## src/keyb_defines.svh

```systemverilog
`ifndef KEYB_DEFINES_SVH
`define KEYB_DEFINES_SVH

// ----------------------------------------
// Keymap RAM
// ----------------------------------------

// 3 modifier bits, extended flag, scancode and entry number
`define KEYMAP_ADDR_W 14

// ----------------------------------------
// Key event buffer and PS/2 receiver
// ----------------------------------------

`define SCAN_FIFO_DEPTH 4

// System clocks without a PS/2 clock edge before a frame is dropped
`define PS2_IDLE_CYCLES 2000

`endif

```

## src/ps2_pkg.sv

```systemverilog
`default_nettype none

package ps2_pkg;

    typedef logic [7:0] scan_t;

    // Released flag, extended flag, scancode
    typedef logic [9:0] key_event_t;

    typedef enum logic [1:0] {
        RX_IDLE,
        RX_DATA,
        RX_PARITY,
        RX_STOP
    } ps2_rx_state_t;

    // Prefix bytes folded into the following key event
    localparam scan_t SCAN_EXT = 8'hE0;
    localparam scan_t SCAN_REL = 8'hF0;

endpackage

`default_nettype wire

```

## src/scan_fifo.sv

```systemverilog
`timescale 1ns/10ps
`default_nettype none

`include "keyb_defines.svh"

module scan_fifo
    import ps2_pkg::*;
(
    input  logic       clk,
    input  logic       rst,
    input  logic       push,
    input  key_event_t push_data,
    input  logic       pop,
    output logic       q_valid,
    output key_event_t q_data,
    output logic       overflow
);

    localparam int PTR_W = $clog2(`SCAN_FIFO_DEPTH);

    key_event_t       mem [`SCAN_FIFO_DEPTH];
    logic [PTR_W-1:0] wr_ptr;
    logic [PTR_W-1:0] rd_ptr;
    logic [PTR_W:0]   count;
    logic             full;
    logic             do_push;
    logic             do_pop;

    assign full    = (count == (PTR_W + 1)'(`SCAN_FIFO_DEPTH));
    assign q_valid = (count != '0);
    assign q_data  = mem[rd_ptr];
    assign do_push = push && !full;
    assign do_pop  = pop && q_valid;

    always_ff @(posedge clk) begin
        if (do_push) begin
            mem[wr_ptr] <= push_data;
        end
    end

    // Pointers wrap at the last entry
    always_ff @(posedge clk) begin
        if (rst) begin
            wr_ptr   <= '0;
            rd_ptr   <= '0;
            count    <= '0;
            overflow <= 1'b0;
        end else begin
            overflow <= push && full;
            if (do_push) begin
                wr_ptr <= (wr_ptr == PTR_W'(`SCAN_FIFO_DEPTH - 1)) ? '0 : wr_ptr + 1'b1;
            end
            if (do_pop) begin
                rd_ptr <= (rd_ptr == PTR_W'(`SCAN_FIFO_DEPTH - 1)) ? '0 : rd_ptr + 1'b1;
            end
            if (do_push && !do_pop) begin
                count <= count + 1'b1;
            end else if (do_pop && !do_push) begin
                count <= count - 1'b1;
            end
        end
    end

endmodule

`default_nettype wire

```

## config.mk

```make
export PLATFORM = sky130hd
export DESIGN_NAME = scan_fifo
export DESIGN_NICKNAME = d
export VERILOG_FILES = /design/src/ps2_pkg.sv /design/src/scan_fifo.sv
export VERILOG_INCLUDE_DIRS = /design/src /design/src/src
export SDC_FILE = /design/constraint.sdc
export NUM_CORES = 1
export LEC_CHECK = 0
export BUFFER_PORTS_ARGS = -buffer_cell sky130_fd_sc_hd__buf_4
export CORE_ASPECT_RATIO = 1.5
export CORE_MARGIN = 2
export CORE_UTILIZATION = 40
export DETAILED_ROUTE_END_ITERATION = 7
export PLACE_DENSITY = 0.66
export SYNTH_ARGS = -nofsm -noshare
export SYNTH_HDL_FRONTEND = slang
export SYNTH_SLANG_ARGS = --single-unit
```

## constraint.sdc

```tcl
create_clock -name clk -period 1.9 [get_ports clk]
set_input_delay 0.19 -clock clk [delete_from_list [all_inputs] [get_ports clk]]
set_output_delay 0.19 -clock clk [all_outputs]
set_load 0.02 [all_outputs]
```

* Yosys cells after proc, flatten, opt, wreduce, memory -nomap -nowiden
Memory sizes are Yosys's and may differ from the RTL's. A register that Yosys moved wholly into a read port is not among the register bits.
Index checks and enable logic that the tools add are counted.
** Storage, ports and cells
- Memories kept :: 1
- Bits in registers :: 8
- Input bits :: 14
- RAM bits :: 40
- Output and inout port bits :: 12
- Word-level logic and storage cells :: 30
** Operators by class
- Multiplexer cells :: 8
- Add/subtract/negate cells :: 4
- Reductions and logical operators :: 10
- Equality and inequality tests :: 3
** Memories
- mem :: depth 4, bits a word 10, rd ports 1, clocked after memory_dff 1, wr ports 1, line scan_fifo.sv:21 : key_event_t mem [`SCAN_FIFO_DEPTH];
** Operators with widths (count)
- 2-bit two-way mux :: 4
- 3-bit two-way mux :: 2
- 1-bit logical AND :: 5
- 2-bit by 1-bit adder with 2-bit output (second input constant) :: 2
- 2-bit == test (second input constant) :: 2
- 3-bit by 1-bit adder with 3-bit output (second input constant) :: 1
- 3-bit == test (second input constant) :: 1
- 1-bit logical NOT :: 3
- 3-bit nonzero test :: 1
- 3-bit by 1-bit subtractor with 3-bit output (second input constant) :: 1
- 1-bit two-way mux :: 2
- 2-bit nonzero test :: 1

* Longest topological paths before layout
- Word-level depth :: 7
- Depth in mapped cells :: 8
- Gate-level depth less buffers :: 8

* Least setup slack after synthesis
Ideal clock, no wire load.
- Path kind :: reg2reg
- From :: reg count[0]
- To :: reg count[2]
- Path slack :: -0.166 ns
- Required time :: 1.829 ns
- Clock period less this slack :: 2.066 ns
- Cell stages (with the launch flop) :: 8
- Data arrival time :: 1.996 ns
- Path buffers :: 0
- Cells stage by stage :: dfxtp_1 o31ai_1 ha_1 inv_1 fa_1 xor2_1 or3_1 a21oi_1
** On the way
- Word-level cells in the longest chain between the ends :: 6
** RTL lines
- from (decl) :: line scan_fifo.sv:24 : logic [PTR_W:0] count;
- from (signal assigned) :: line scan_fifo.sv:57 : count <= count + 1'b1;
- from (signal assigned) :: line scan_fifo.sv:59 : count <= count - 1'b1;
- branches (longest 6 deep; another with 3-bit by 1-bit subtractor with 3-bit output)
Several ways; the timed one is not identified. The select of a mux whose other input is x is not followed.
A chain may end at the register's enable or synchronous reset.

* Worst setup path after layout
- From :: reg count[2]
- To :: reg count[1]
** On the way
- Word-level cells in the longest chain between the ends :: 6
** RTL lines
- 3-bit == test (*) :: line scan_fifo.sv:29 : assign full = (count == (PTR_W + 1)'(`SCAN_FIFO_DEPTH));
- 1-bit logical NOT (*) :: line scan_fifo.sv:32 : assign do_push = push && !full;
- 1-bit logical AND (*) :: line scan_fifo.sv:32
- named net do_push :: line scan_fifo.sv:26 : logic do_push;
- 1-bit logical NOT :: line scan_fifo.sv:58 : end else if (do_pop && !do_push) begin
- 1-bit logical AND :: line scan_fifo.sv:58
- 2-bit nonzero test (no source line)
The timed path passes the listed nets; every way through them passes the cells marked *.

==> metrics.md <==
| Metric | Value |
|---|---|
| Arrival time worst endpoint | `2.12 ns` |
| Fin worst setup slack | `-0.0323 ns` |
| WL final | `3210 um` |
| Remaining DRCs | `0` |
| Routed vias | `993` |
| Sequential share of power | `0.445` |
| Complex-gate fraction of the synthesized area | `0.0181` |
| Area Growth Syn to Fin | `24.5%` |
| LEAKAGE | `0.870 nW` |
| Switching power | `0.933 mW` |
| Num rows | `31` |
| CP startpoint kind | `flop` |
| 1st-iter DRT viols | `27` |
| Mux share of post-synthesis cell area | `0.132` |
| Root buffer cell | `clkbuf_8` |
| Max-Cap Viols | `0` |
| Cell taking the most area after synthesis | `edfxtp_1` |
| Inserted Clock Buffers | `5` |
| WL per Instance | `15.7 um` |
| CTS tree | `done` |
| Syn nets | `122` |
| Sw frac | `0.287` |
| Cells after DPL | `192` |
| HP Class | `input pin to flop` |
| Dpl hpwl | `2230 um` |
| Final Critical Period | `1.93 ns` |
| Layout Cells excl Fill | `204` |
| Synth Register Bits | `50` |
| Antenna cells | `0` |
| Syn Inst Count | `101` |
| Clock-pin slew on the worst setup and hold paths | `0.08 ns` |
| Share of layout cells above drive strength 1 | `0.449` |
| Initial antenna violation count | `0` |
| Syn Std Cell Area | `1940 sq um` |
| Pin count of the biggest net entering global routing | `16` |
| Main combinational cell family by area after synthesis | `multiplexers` |
| Max-slew violations | `0` |
| Via density | `4.87` |
| GRT Util Overall | `0.135` |
| Required time of the critical path | `2.08 ns` |
| Combinational power share | `0.336` |
| Longest Clk Path Bufs | `2` |
| IO Pins | `26` |
| Synth area leaders | `edfxtp_1 (62%), mux4_2 (12%), dfxtp_1 (10%), ha_1 (3.9%), mux2i_1 (1.5%)` |
| Xor and xnor area share after synthesis | `0.00903` |
| Fin util | `0.510` |
| Finish-stage setup viols | `2` |
| Routability-driven placement congestion ratio | `0.706` |
| Crit. End Element | `flop` |
| P per Cell Area | `1340 nW/um^2` |
| Register area share after synthesis | `0.723` |
| Max Fclk | `518 MHz` |
| Worst Clk Skew | `0.00551 ns` |
| Share of the synthesized area in the top cell type | `0.619` |
| Final Instance Area | `2410 sq um` |
| Synth Warn # | `0` |
| Design Power | `3.24 mW` |
| Failing checks | `setup timing` |
| Normalized max-slew margin | `0.601` |
| Htree depth | `2` |
| Clock share of power | `0.219` |
| Grt ovf | `0` |
| CP max FO | `5` |
| WHS | `0.0911 ns` |
| Antenna viol nets, final | `0` |
| Drt pass-1 iters | `4` |
| Adder-cell share of the synthesized area | `0.0490` |
| DP Area | `2250 sq um` |
| Die width | `60.9 um` |
| Initial Utilization | `0.410` |
| Die Ht | `89.3 um` |
| Status | `complete, but fails checks` |
| Setup CP Type | `flop to flop` |
| Synth Area in Simple Gates | `0.0574` |
| Core area | `4730 sq um` |
| Worst-skew pair later-pin latency | `0.29 ns` |
| First-pass GRT wire length | `5130 um` |
| Post-CTS Hold Fix Bufs | `0` |
| Ratio of final minimum period to clock period | `1.02` |
| DIE AREA | `5430 sq um` |
| CTS Sinks | `50` |
| Worst-margin pin slew | `0.598 ns` |
| Mapped Avg Cell Area | `19.2 sq um` |
| Nets | `158` |
| Peak supply drop | `862 uV` |
| Int Power | `2.31 mW` |
| Yosys cell types | `26` |
| Number of global-route vias before repair | `1073` |
| Final hold vios | `0` |
| Port buffer count | `25` |
| RSZ-0062 raised after global routing | `yes` |
cell families after synthesis:
kind of cell	Yosys count
buf+inv	6
mux	13
simple gates	18
flops	50
xor+xnor	2
fa+ha+maj	7
compound gates	5
placed cells by master, fill, tap and decap left out:
cell type / synthesis / layout
buf_4: 0 / 31
dfxtp_2: 0 / 1
dfxtp_4: 0 / 2
dfxtp_1: 10 / 7
fa_2: 0 / 1
inv_1: 3 / 2
and2_4: 1 / 1
clkinvlp_4: 0 / 1
edfxtp_1: 40 / 40
or3_2: 2 / 2
nor3_1: 1 / 1
nand2b_1: 2 / 2
nor2_1: 3 / 3
a21oi_1: 2 / 1
inv_2: 0 / 1
clkbuf_8: 0 / 5
nand2_1: 1 / 1
clkbuf_1: 1 / 1
ha_1: 6 / 5
mux2i_1: 3 / 3
a21oi_2: 0 / 1
o31ai_2: 1 / 1
or3_1: 1 / 1
o31ai_4: 0 / 1
buf_12: 0 / 1
or3b_4: 1 / 1
nor3b_1: 1 / 1
mux4_2: 10 / 10
ha_4: 0 / 1
and3_1: 4 / 4
o21ai_0: 1 / 1
xor2_1: 2 / 2
bufinv_16: 0 / 1
nand3_1: 1 / 1
routing by layer:
metal  GRT usage  wire, um
met5           0         0
met4      0.0613        72
met3      0.0405       162
met2       0.241      1760
met1       0.141      1220
state kept, by name (all words and copies together) (netlist names), named ones only:
signal / flops
mem: 40
count: 3
rd_ptr: 2
wr_ptr: 2
overflow: 1
worst paths after layout:
| path | startpoint | cells past startpoint | slack, ns | to |
|---|---|---|---|---|
| max reg2reg | count[2]$_SDFFE_PP0P_ | 7 | -0.03 | count[1]$_SDFFE_PP0P_ |
| min reg2reg | rd_ptr[0]$_SDFFE_PP0P_ | 2 | 0.51 | rd_ptr[0]$_SDFFE_PP0P_ |
| max | count[2]$_SDFFE_PP0P_ | 7 | -0.03 | count[1]$_SDFFE_PP0P_ |
| min | push_data[2] | 1 | 0.09 | mem[1][2]$_DFFE_PP_ |
repair_timing:
item                       4_1_cts  5_1_grt
pin swaps                        3        0
cloned                           0        0
setup buffers                    4        0
setup endpoints to repair        2        2
resized for setup                3        1
metrics by stage:
| stage | setup TNS (ns) | setup WS, ns |
|---|---|---|
| finish | -0.0640 | -0.0323 |
| global route | -0.239 | -0.124 |
| CTS | -0.0940 | -0.0602 |
| detailed placement | -0.110 | -0.0568 |
| global placement | 0 | 0.0235 |
| floorplan | 0 | 0.0322 |
Yosys cell counts:
library cell	number
a21oi_1	2
and2_4	1
and3_1	4
buf_1	1
buf_2	1
clkbuf_1	1
dfxtp_1	10
edfxtp_1	40
fa_1	1
ha_1	6
inv_1	3
mux2i_1	3
mux4_2	10
nand2_1	1
nand2b_1	2
nand3_1	1
nor2_1	3
nor3_1	1
nor3b_1	1
o21ai_0	1
o31ai_1	1
o31ai_2	1
or3_1	1
or3_2	2
or3b_4	1
xor2_1	2
final cells by class:
class,instances,area [sq um]
flip-flops and latches,50,1410
clock buffers,6,72.6
inverters,3,11.3
fillers,410,2320
well taps,66,82.6
repair buffers,32,253
multi-input cells,45,547
clock inverters,2,37.5
power by group through the flow:
stage / registers (mW) / logic (mW) / clock network, mW
2_1_floorplan: 1.44 / 0.653 / 0
3_3_place_gp: 1.45 / 0.935 / 0
3_5_place_dp: 1.47 / 0.996 / 0
4_1_cts: 1.45 / 1.10 / 0.730
5_1_grt: 1.46 / 1.18 / 0.779
6_report: 1.44 / 1.09 / 0.711
critical path: stages, from the launching register on:
cell and delay, ns:
dfxtp_4 0.38, or3b_4 0.38, and2_4 0.16, ha_4 0.16, inv_2 0.05, fa_2 0.44, mux2i_1 0.19, nor2_1 0.06
(Power assumes the default switching activity.)
