[src/keyb_defines.svh]
`ifndef KEYB_DEFINES_SVH
`define KEYB_DEFINES_SVH

// ----------------------------------------
// Keymap RAM
// ----------------------------------------

// 3 modifier bits, extended flag, scancode and entry number
`define KEYMAP_ADDR_W 14

// ----------------------------------------
// Key event buffer and PS/2 receiver
// ----------------------------------------

`define SCAN_FIFO_DEPTH 4

// System clocks without a PS/2 clock edge before a frame is dropped
`define PS2_IDLE_CYCLES 2000

`endif

[src/ps2_pkg.sv]
`default_nettype none

package ps2_pkg;

    typedef logic [7:0] scan_t;

    // Released flag, extended flag, scancode
    typedef logic [9:0] key_event_t;

    typedef enum logic [1:0] {
        RX_IDLE,
        RX_DATA,
        RX_PARITY,
        RX_STOP
    } ps2_rx_state_t;

    // Prefix bytes folded into the following key event
    localparam scan_t SCAN_EXT = 8'hE0;
    localparam scan_t SCAN_REL = 8'hF0;

endpackage

`default_nettype wire

[src/ps2_scan_rx.sv]
`timescale 1ns/10ps
`default_nettype none

`include "keyb_defines.svh"

module ps2_scan_rx
    import ps2_pkg::*;
(
    input  logic       clk,
    input  logic       rst,
    input  logic       ps2_clk,
    input  logic       ps2_data,
    output logic       ev_valid,
    output key_event_t ev_data,
    output logic       frame_error
);

    localparam int IDLE_W = $clog2(`PS2_IDLE_CYCLES);

    logic [2:0]        clk_sync;
    logic [1:0]        data_sync;
    logic              clk_fall;
    logic              bit_in;
    ps2_rx_state_t     state;
    logic [2:0]        bit_cnt;
    logic [IDLE_W-1:0] idle_cnt;
    scan_t             shift_q;
    logic              parity_q;
    logic              ext_flag;
    logic              rel_flag;

    // ----------------------------------------
    // Line synchronizers
    // ----------------------------------------
    always_ff @(posedge clk) begin
        clk_sync  <= {clk_sync[1:0], ps2_clk};
        data_sync <= {data_sync[0], ps2_data};
    end

    assign clk_fall = clk_sync[2] & ~clk_sync[1];
    assign bit_in   = data_sync[1];

    // ----------------------------------------
    // Frame FSM
    // ----------------------------------------
    always_ff @(posedge clk) begin
        if (rst) begin
            state       <= RX_IDLE;
            bit_cnt     <= '0;
            idle_cnt    <= '0;
            ext_flag    <= 1'b0;
            rel_flag    <= 1'b0;
            ev_valid    <= 1'b0;
            frame_error <= 1'b0;
        end else begin
            ev_valid    <= 1'b0;
            frame_error <= 1'b0;

            if (clk_fall || state == RX_IDLE) begin
                idle_cnt <= '0;
            end else begin
                idle_cnt <= idle_cnt + 1'b1;
            end

            // Keyboard stopped mid frame
            if (!clk_fall && state != RX_IDLE && idle_cnt == IDLE_W'(`PS2_IDLE_CYCLES - 1)) begin
                state <= RX_IDLE;
            end else if (clk_fall) begin
                case (state)
                    RX_IDLE: begin
                        if (!bit_in) begin
                            state   <= RX_DATA;
                            bit_cnt <= '0;
                        end
                    end
                    RX_DATA: begin
                        shift_q <= {bit_in, shift_q[7:1]};
                        bit_cnt <= bit_cnt + 1'b1;
                        if (bit_cnt == 3'd7) begin
                            state <= RX_PARITY;
                        end
                    end
                    RX_PARITY: begin
                        parity_q <= bit_in;
                        state    <= RX_STOP;
                    end
                    RX_STOP: begin
                        state <= RX_IDLE;
                        // Odd parity over data and parity bit
                        if (!bit_in || !(^{shift_q, parity_q})) begin
                            frame_error <= 1'b1;
                        end else if (shift_q == SCAN_EXT) begin
                            ext_flag <= 1'b1;
                        end else if (shift_q == SCAN_REL) begin
                            rel_flag <= 1'b1;
                        end else begin
                            ev_valid <= 1'b1;
                            ev_data  <= {rel_flag, ext_flag, shift_q};
                            ext_flag <= 1'b0;
                            rel_flag <= 1'b0;
                        end
                    end
                    default: state <= RX_IDLE;
                endcase
            end
        end
    end

endmodule

`default_nettype wire

[config.mk]
export PLATFORM = sky130hd
export DESIGN_NAME = ps2_scan_rx
export DESIGN_NICKNAME = d
export VERILOG_FILES = /design/src/ps2_pkg.sv /design/src/ps2_scan_rx.sv
export VERILOG_INCLUDE_DIRS = /design/src /design/src/src
export SDC_FILE = /design/constraint.sdc
export NUM_CORES = 1
export LEC_CHECK = 0
export ABC_AREA = 1
export ABC_CLOCK_PERIOD_IN_PS = 5500
export BUFFER_PORTS_ARGS = -buffer_cell sky130_fd_sc_hd__clkbuf_2
export CORE_MARGIN = 2
export CORE_UTILIZATION = 45
export DETAILED_ROUTE_END_ITERATION = 8
export PLACE_DENSITY = 0.71
export SLEW_MARGIN = 40
export SYNTH_ARGS = -nofsm -noshare
export SYNTH_HDL_FRONTEND = slang
export SYNTH_SLANG_ARGS = --single-unit
[constraint.sdc]
create_clock -name clk -period 5.5 [get_ports clk]
set_clock_uncertainty 0.05 [all_clocks]
set_input_delay 0.275 -clock clk [delete_from_list [all_inputs] [get_ports clk]]
set_output_delay 0.275 -clock clk [all_outputs]
set_load 0.02 [all_outputs]
[Yosys cells after proc, flatten, opt, wreduce, memory -nomap -nowiden]
Cells that the tools add are included.
W data, S select, Z words.
Storage, ports and cells
  register bits: 44
Cells by class
  $add $sub $neg: 2
  eq/ne operators: 10
  multiplexer cells: 10
  bitwise logic cells: 9
  reduce and logical (&&, ||, !) cells: 22
Operators with widths (count)
  $eq A8 B8 Y1 const B: 2
  $reduce_and A4 Y1: 3
  $add A11 B1 Y11 const B: 1
  $eq A11 B11 Y1 const B: 1
  $reduce_and A5 Y1: 2
  $reduce_xor A9 Y1: 1
  $not A1 Y1: 8
  $pmux W2 S4: 1
  $reduce_and A7 Y1: 1
  $ne A2 B2 Y1 const B: 3
  $pmux W3 S2: 1
  $reduce_or A6 Y1: 1
  $mux W1: 5
  $eq A2 B2 Y1 const B: 2
  $mux W2: 2
  $reduce_bool A2 Y1: 2
  $reduce_or A2 Y1: 2
  $reduce_or A4 Y1: 1
  $add A3 B1 Y3 const B: 1
  $eq A3 B3 Y1 const B: 1
  $logic_not A1 Y1: 3
  $mux W3: 1
  $reduce_and A3 Y1: 1
  $eq A2 B1 Y1 const B: 1
  other kinds (4): 6

[Depth between registers and ports, before layout]
Gate-level depths: netlist of the first run.
  word-level depth: 7
  depth in mapped cells: 13
  mapped depth without buffers: 13

[Worst setup path after synthesis of the first run]
Ideal clock, no wire load.
  kind: register to register
  start: register state[0]
  end: register shift_q[0], enable pin
  setup time: 0.395 ns
  arrival time: 1.666 ns
  data required time: 5.055 ns
  setup slack: 3.390 ns
  stages on the path, launching flop included: 7
  path buffers: 0
  clock period less this slack: 2.110 ns
  cells stage by stage: dfxtp_1 -> inv_1 -> ha_1 -> nor2_1 -> nand4_1 -> nand2_1 -> nor4_1
Between the ends
  longest elaborated chain between the ends: 5
  elaborated cells between the ends (all ways): 6
RTL lines
  start: declaration: RTL line ps2_scan_rx.sv:24  | ps2_rx_state_t state;
  start signal: assignment: RTL line ps2_scan_rx.sv:48  | state <= RX_IDLE;
  start signal: assignment: RTL line ps2_scan_rx.sv:67  | state <= RX_IDLE;
  start signal: assignment: RTL line ps2_scan_rx.sv:72  | state <= RX_DATA;
  $reduce_bool A2 Y1: RTL line ps2_scan_rx.sv:66  | if (!clk_fall && state != RX_IDLE && idle_cnt == IDLE_W'(`PS2_IDLE_CYCLES - 1)) begin
  $logic_and A1 B1 Y1 (2 in a row): RTL line ps2_scan_rx.sv:66
  $not A1 Y1 (no line)
  $reduce_and A4 Y1 (no line) (*)
  end signal: assignment: RTL line ps2_scan_rx.sv:77  | shift_q <= {bit_in, shift_q[7:1]};
  end: declaration: RTL line ps2_scan_rx.sv:27  | scan_t shift_q;
Mark *: on every way between the ends. The rest lies on a longest branch, timed or not.
A chain may end at the register's enable or synchronous reset.

[Worst setup path in the final report of the first run]
  start: register shift_q[5]
  end: register ev_data[1], enable pin
Between the ends
  longest elaborated chain between the ends: 5
  elaborated cells between the ends (all ways): 9
RTL lines
  $reduce_xor A9 Y1: RTL line ps2_scan_rx.sv:90  | if (!bit_in || !(^{shift_q, parity_q})) begin
  $logic_not A1 Y1: RTL line ps2_scan_rx.sv:90
  $logic_or A1 B1 Y1: RTL line ps2_scan_rx.sv:90
  $not A1 Y1 (no line)
  $reduce_and A7 Y1 (no line) (*)
  end signal: assignment: RTL line ps2_scan_rx.sv:98  | ev_data <= {rel_flag, ext_flag, shift_q};
  end: declaration: RTL line ps2_scan_rx.sv:14  | output key_event_t ev_data,
Marked as above.

==> results of run 1 <==
[synthesized netlist by cell type, types with 2 or more instances]
cell       n  area, sq um
nor3_1     4        20.02
nand4_1    3        18.77
xor2_1     3        26.28
o21ai_0    6        30.03
a21oi_1   12        60.06
nand2_1   38        142.6
nor2_2     4        25.02
nor2_1    16        60.06
dfxtp_1   25        500.5
nor3b_1    2        15.01
nand3_1    6        30.03
inv_1     29        108.9
edfxtp_1  19        570.6
xnor2_1    2        17.52
nand2_2    2        12.51
nor4_1     2        12.51
ha_1       7        87.58
[cell type report]
type                    instances  area, sq um
clock buffers                   6        72.57
clock inverters                 2        11.26
fillers                       353         1728
inverters                      29        108.9
multi-input cells             113        609.3
flip-flops and latches         44         1071
well taps                      48        60.06
repair buffers                 16        82.58
[cells by family after synthesis]
family / count (synthesis)
XOR/XNOR: 5
buffers and inverters: 29
AO/OA/AOI/OAI: 20
adder cells (fa/ha/maj): 7
AND/OR/NAND/NOR: 81
flip-flops: 44
[final timing paths]
path                startpoint      endpoint  cells after the start
setup / recovery    shift_q[5]    ev_data[1]                     11
hold / removal         ps2_clk   clk_sync[0]                      1
hold reg to reg   data_sync[0]  data_sync[1]                      0
setup reg to reg    shift_q[5]    ev_data[1]                     11
[sequential cells by signal (all words and copies together) (netlist names), 2 cells and up]
register / flops
data_sync: 2
ev_data: 10
shift_q: 8
idle_cnt: 11
state: 2
clk_sync: 3
bit_cnt: 3
[stage by stage]
step | area, sq um | worst slack [ns]
floorplan | 1787 | 3.390
global placement | 1929 | 3.308
detailed placement | 1929 | 3.307
CTS | 2013 | 3.283
global route | 2016 | 3.341
finish | 2016 | 3.537
[power by group through the flow]
stage          clock (mW)  combinational, mW  sequential (mW)
2_1_floorplan           0            0.00945            0.351
3_3_place_gp            0             0.0129            0.352
3_5_place_dp            0             0.0130            0.352
4_1_cts             0.203             0.0132            0.344
5_1_grt             0.214             0.0158            0.345
6_report            0.193             0.0131            0.344
[per-layer routing]
layer	wire length [um]	GRT usage, %	part of all wire, %
met2	1196	22.03	46
met5	0	0	0
met4	56	6.122	2.1
met3	152	6.588	5.8
met1	1215	16.83	46
==> metrics.md, run 1 <==
| Metric | Value |
|---|---|
| Global-route wire length before repair | between 4000 and 5000 um |
| Clock Power Share | between 30% and 40% |
| Port buffer count | 15 |
| Critical path arrival | 1.86 ns |
| Final hold slack | 0.01798 ns |
| Synthesized cell area | 1787 sq um |
| Slowest cell delay on critical path | 0.46 ns |
| Initial Util | 47.73% |
| Internal Power | between 0.4 and 0.5 mW |
| Fin cells | 258 |
| I/O Pins | 16 |
| Slew @ Worst Pin | 0.4864 ns |
| Hold_buf cts | 0 |
| Gate Count Post-Synth | 186 |
| WP buf/inv | 1 |
| Placed cell count | 250 |
| Worst min-delay path class | primary input to flop |
| Routability cong. | 0.7031 |
| Net Sw Frac | a little over a fifth |
| Wire length per cell | 10.16 um |
| DRC violations left | 0 |
| Period utilization | 35.70% |
| Setup TNS | 0 ns |
| Final Slew Violations | 0 |
| Fin util | 53.84% |
| Design Power | 0.5498 mW |
| DRT Pass-1 Iters | 4 |
| Reg-to-reg slack, setup | 3.54 ns |
| Crit path cell chain | inv_1, nand2_1, nand2_1, nand2_1, nand2_1, nand2_1, nand2_1, nand2_1, nand2_2, nand4_2, nor2_2 |
| Most frequent CP cell | nand2_1 |
| Max Fclk | approximately 500 MHz |
| Worst-Skew Late Latency | 0.30 ns |
| Largest net degree at the start of global routing | 14 |
| Syn Nets | 197 |
| Synth Area in XOR/XNOR | 2.451% |
| Clk pin slew, worst setup/hold paths | 0.08 ns |
| Critical path's top delay family | simple AND/OR/NAND/NOR gates |
| Htree depth | 2 |
| Multiplexer share of the synthesized area | 0% |
| Die Span Y | 67.01 um |
| Count of cell types in the netlist | 23 |
| Async SR Flop Fraction | 0% |
| Root Buffer | clkbuf_8 |
| RSZ-0062 raised after global routing | false |
| Core ar. | 3744 sq um |
| Site Rows | 22 |
| Antenna violations before repair | 0 |
| Final worst path period need | 1.963 ns |
| P per Cell Area | 272.7 nW/um^2 |
| Main combinational cell family by area after synthesis | simple AND/OR/NAND/NOR gates |
| Power share of the sequential group | 62.6% |
| DIE AREA | 4490 sq um |
| P_leak | approximately 0.82 nW |
| Clock Tree Buf Depth | 2 |
| Die width | 67.01 um |
| Commonest non-fill, non-tap cell in the layout | nand2_1 |
| CTS Sinks | 44 |
| TritonCTS buffer count | 5 |
| Most frequent cells in the layout | nand2_1, inv_1, dfxtp_1 |
| Crit Path Max Fanout | 10 |
| Synth-to-Final Area Change | 12.81% |
| Dpl hpwl | 1925 um |
| DR vias/cell | 4.655 |
| Share of layout cells above drive strength 1 | roughly 15% |
| Maximum VDD drop | between 0.2 and 0.25 mV |
| Synth warn | 0 |
| Final Hold Fails | 0 |
| Compound-Gate Fraction of Synth Area | 5.742% |
| Outcome | finished clean |
| Simple-Gate Fraction of Synth Area | approximately a fifth |
| Critical path class | flop to flop |
| CTS tree | done |
| Startpoint types | flop |
| CP max stage cell | edfxtp_1 |
| NetSw | roughly 0.12 mW |
| Synth Flop Type | dfxtp_1 |
| Worst Path Required | 5.39 ns |
| Slew Limit Headroom | 67.54% |
| Postcts setup bufs | 0 |
| Gate power share | 2.4% |
| Post-Route WL | 2620 um |
| Mapped Avg Cell Area | approximately 9.6 sq um |
| Number of synthesized flops with an enable pin | 19 |
| Setup crit end kind | flop |
| Setup violators final | 0 |
| NumNets Final | 220 |
| Number of max-cap violations | 0 |
| Post-CTS Resized | 0 |
| #FFs+latches synth | 44 |
| Antenna cell count | 0 |
| Fraction of the mapped netlist area in adder cells | 4.902% |
| Vias | 1201 |
| Sequential fraction of the synthesis area | 59.94% |
| GR Util All Layers | 14.23% |
| 1st-iter DRT viols | 64 |
| Vias in the first global route | 1106 |
| Routed Antenna Nets | 0 |
| GR Overflow Total | 0 |
Note: power is estimated with default switching activity, not from simulation.
==> run 2, diff against run 1 <==
- ABC_CLOCK_PERIOD_IN_PS: 5500 -> 1700
- PLACE_DENSITY: 0.71 -> 0.74
- clock period: 5.5 -> 1.7 ns (I/O delays scaled with it)
==> metrics.md, run 2 (same netlist as run 1, synthesis figures left out) <==
| Metric | Value |
|---|---|
| Maximum VDD drop | 0.4787 mV (+92%) |
| Final WS setup | -0.1098 ns (-3.646 ns) |
| DIE AREA | 4490 sq um (unchanged) |
| I/O Pins | 16 (unchanged) |
| Initial Util | 47.73% (unchanged) |
| Worst Path Required | 1.66 ns (-3.73 ns) |
| Crit path cell chain | inv_1, nand2_2, nand2_2, nand2_2, nand2_1, nand2_1, nand2_1, nand2_1, nand2_2, nand4_4, nor2_4, buf_4 |
| M1 WL | 1376 um (+13%) |
| Core ar. | 3744 sq um (unchanged) |
| Final worst path period need | 1.810 ns (-0.1536 ns) |
| Root Buffer | clkbuf_8 |
| Most frequent cells in the layout | nand2_1, buf_4, inv_1 |
| Filler instances | 317 (-10%) |
| Clock Tree Buf Depth | 2 (unchanged) |
| P_leak | 1.015 nW (+24%) |
| DRT Pass-1 Iters | 4 (unchanged) |
| Worst min-delay path class | flop to flop |
| Port buffer count | 15 (unchanged) |
| CP max stage cell | edfxtp_1 |
| Commonest non-fill, non-tap cell in the layout | nand2_1 |
| Critical path arrival | 1.77 ns (-0.09 ns) |
| Die width | 67.01 um (unchanged) |
| NumNets Final | 255 (+16%) |
| Dpl hpwl | 2219 um (+15%) |
| Period utilization | 106.5% (+71 points) |
| Top flop regs | idle_cnt (11), ev_data (10), shift_q (8) |
| Setup crit end kind | flop |
| Top routing layer used | met4 |
| Worst-Skew Late Latency | 0.29 ns (about the same) |
| Post-Route WL | 3267 um (+25%) |
| Synth-to-Final Area Change | 33.26% |
| Setup violators final | 10 (+10) |
| Fin area | 2381 sq um (+18%) |
| Slew Limit Headroom | 78.81% (+11 points) |
| Antenna cell count | 0 (unchanged) |
| Site Rows | 22 (unchanged) |
| Htree depth | 2 (unchanged) |
| Vias | 1389 (+16%) |
| Place WS | -0.06277 ns (-3.369 ns) |
| Max Fclk | 552.5 MHz (+8.5%) |
| GR Util All Layers | 16.05% (+1.8 points) |
| Clk pin slew, worst setup/hold paths | 0.08 ns (about the same) |
| Wire length per cell | 11.15 um (+9.8%) |
| WL met2 | 1730 um (+45%) |
| Failing checks | negative setup slack |
| Routed Antenna Nets | 0 (unchanged) |
| TritonCTS buffer count | 5 (unchanged) |
| Slew @ Worst Pin | 0.3146 ns (-0.1719 ns) |
| DR vias/cell | 4.741 (+1.8%) |
| WP buf/inv | 2 (+1) |
| Slowest cell delay on critical path | 0.43 ns (-0.03 ns) |
| Largest net degree at the start of global routing | 14 (unchanged) |
| Crit Path Max Fanout | 3 (-7) |
| Storage element area | 1071 sq um (unchanged) |
| 1st-iter DRT viols | 54 (-16%) |
| Routability cong. | 0.7537 (+7.2%) |
| Share of layout cells above drive strength 1 | 31.02% (+16 points) |
| GR Overflow Total | 0 (unchanged) |
| P per Cell Area | 794.7 nW/um^2 (+190%) |
| Die Span Y | 67.01 um (unchanged) |
| Largest Register | idle_cnt |
| Critical path class | flop to flop |
| CTS tree | done |
| Critical path's top delay family | simple AND/OR/NAND/NOR gates |
| Vias in the first global route | 1273 (+15%) |
| Area after DPL | 2117 sq um (+9.7%) |
| Max reg flops | 11 (unchanged) |
| CTS Sinks | 44 (unchanged) |
| Final Slew Violations | 0 (unchanged) |
| Final Hold Fails | 0 (unchanged) |
| Met3 WL post-DR | 109 um (-28%) |
| Area of the multi-input gates | 680.7 sq um (+12%) |
| Global-route wire length before repair | 5278 um (+15%) |
| Number of max-cap violations | 0 (unchanged) |
| RSZ-0062 raised after global routing | true |
| Outcome | complete, but fails checks |
| DRC violations left | 0 (unchanged) |
| Startpoint types | flop |
| Antenna violations before repair | 0 (unchanged) |
-- run 2: metal layers --
layer | GRT usage (%) | vias to the layer above
met1 | 16.72 | 641
met2 | 28.84 | 24
met5 | 0 | -
li1 | - | 720
met4 | 6.888 | 0
met3 | 5.574 | 4
-- run 2: worst paths after layout --
check	from	end	slack, ns	cells past startpoint
worst max-delay path	shift_q[6]	ev_data[9]	-0.11	12
worst min-delay path	clk_sync[0]	clk_sync[1]	0.28	0
worst max register to register	shift_q[6]	ev_data[9]	-0.11	12
worst min register to register	clk_sync[0]	clk_sync[1]	0.28	0
-- run 2: what timing repair did --
item,CTS,global route
pin swaps,2,2
hold buffers,3,0
buffers inserted,5,5
endpoints found under the setup margin,18,23
hold endpoints to repair,4,0
gates resized for setup,4,12
-- run 2: area by class of cell --
type	instances	share of cell area [%]
flip-flops and latches	44	44.98
multi-input cells	113	28.59
repair buffers	51	15.13
inverters	29	4.572
clock buffers	8	4.204
well taps	48	2.522
-- run 2: report_power, final --
part | total, mW | switching (mW) | internal, mW
Sequential | 1.11 | 0.00809 | 1.10
Clock | 0.701 | 0.330 | 0.371
Combinational | 0.0789 | 0.0401 | 0.0388
-- run 2: stage by stage --
stage / power, mW / TNS [ns] / utilization [%] / hold WS [ns] / instances
6_report: 1.892 / -1.000 / 63.60 / 0.2802 / 293
2_1_floorplan: 1.170 / 0 / - / 0.06272 / 186
3_5_place_dp: 1.205 / -0.8592 / 56.55 / 0.1389 / 272
4_1_cts: 1.907 / -0.1414 / 61.66 / 0.2809 / 288
3_3_place_gp: 1.202 / -0.05223 / 56.55 / 0.1390 / 272
5_1_grt: 1.966 / -2.259 / 63.60 / 0.3020 / 293
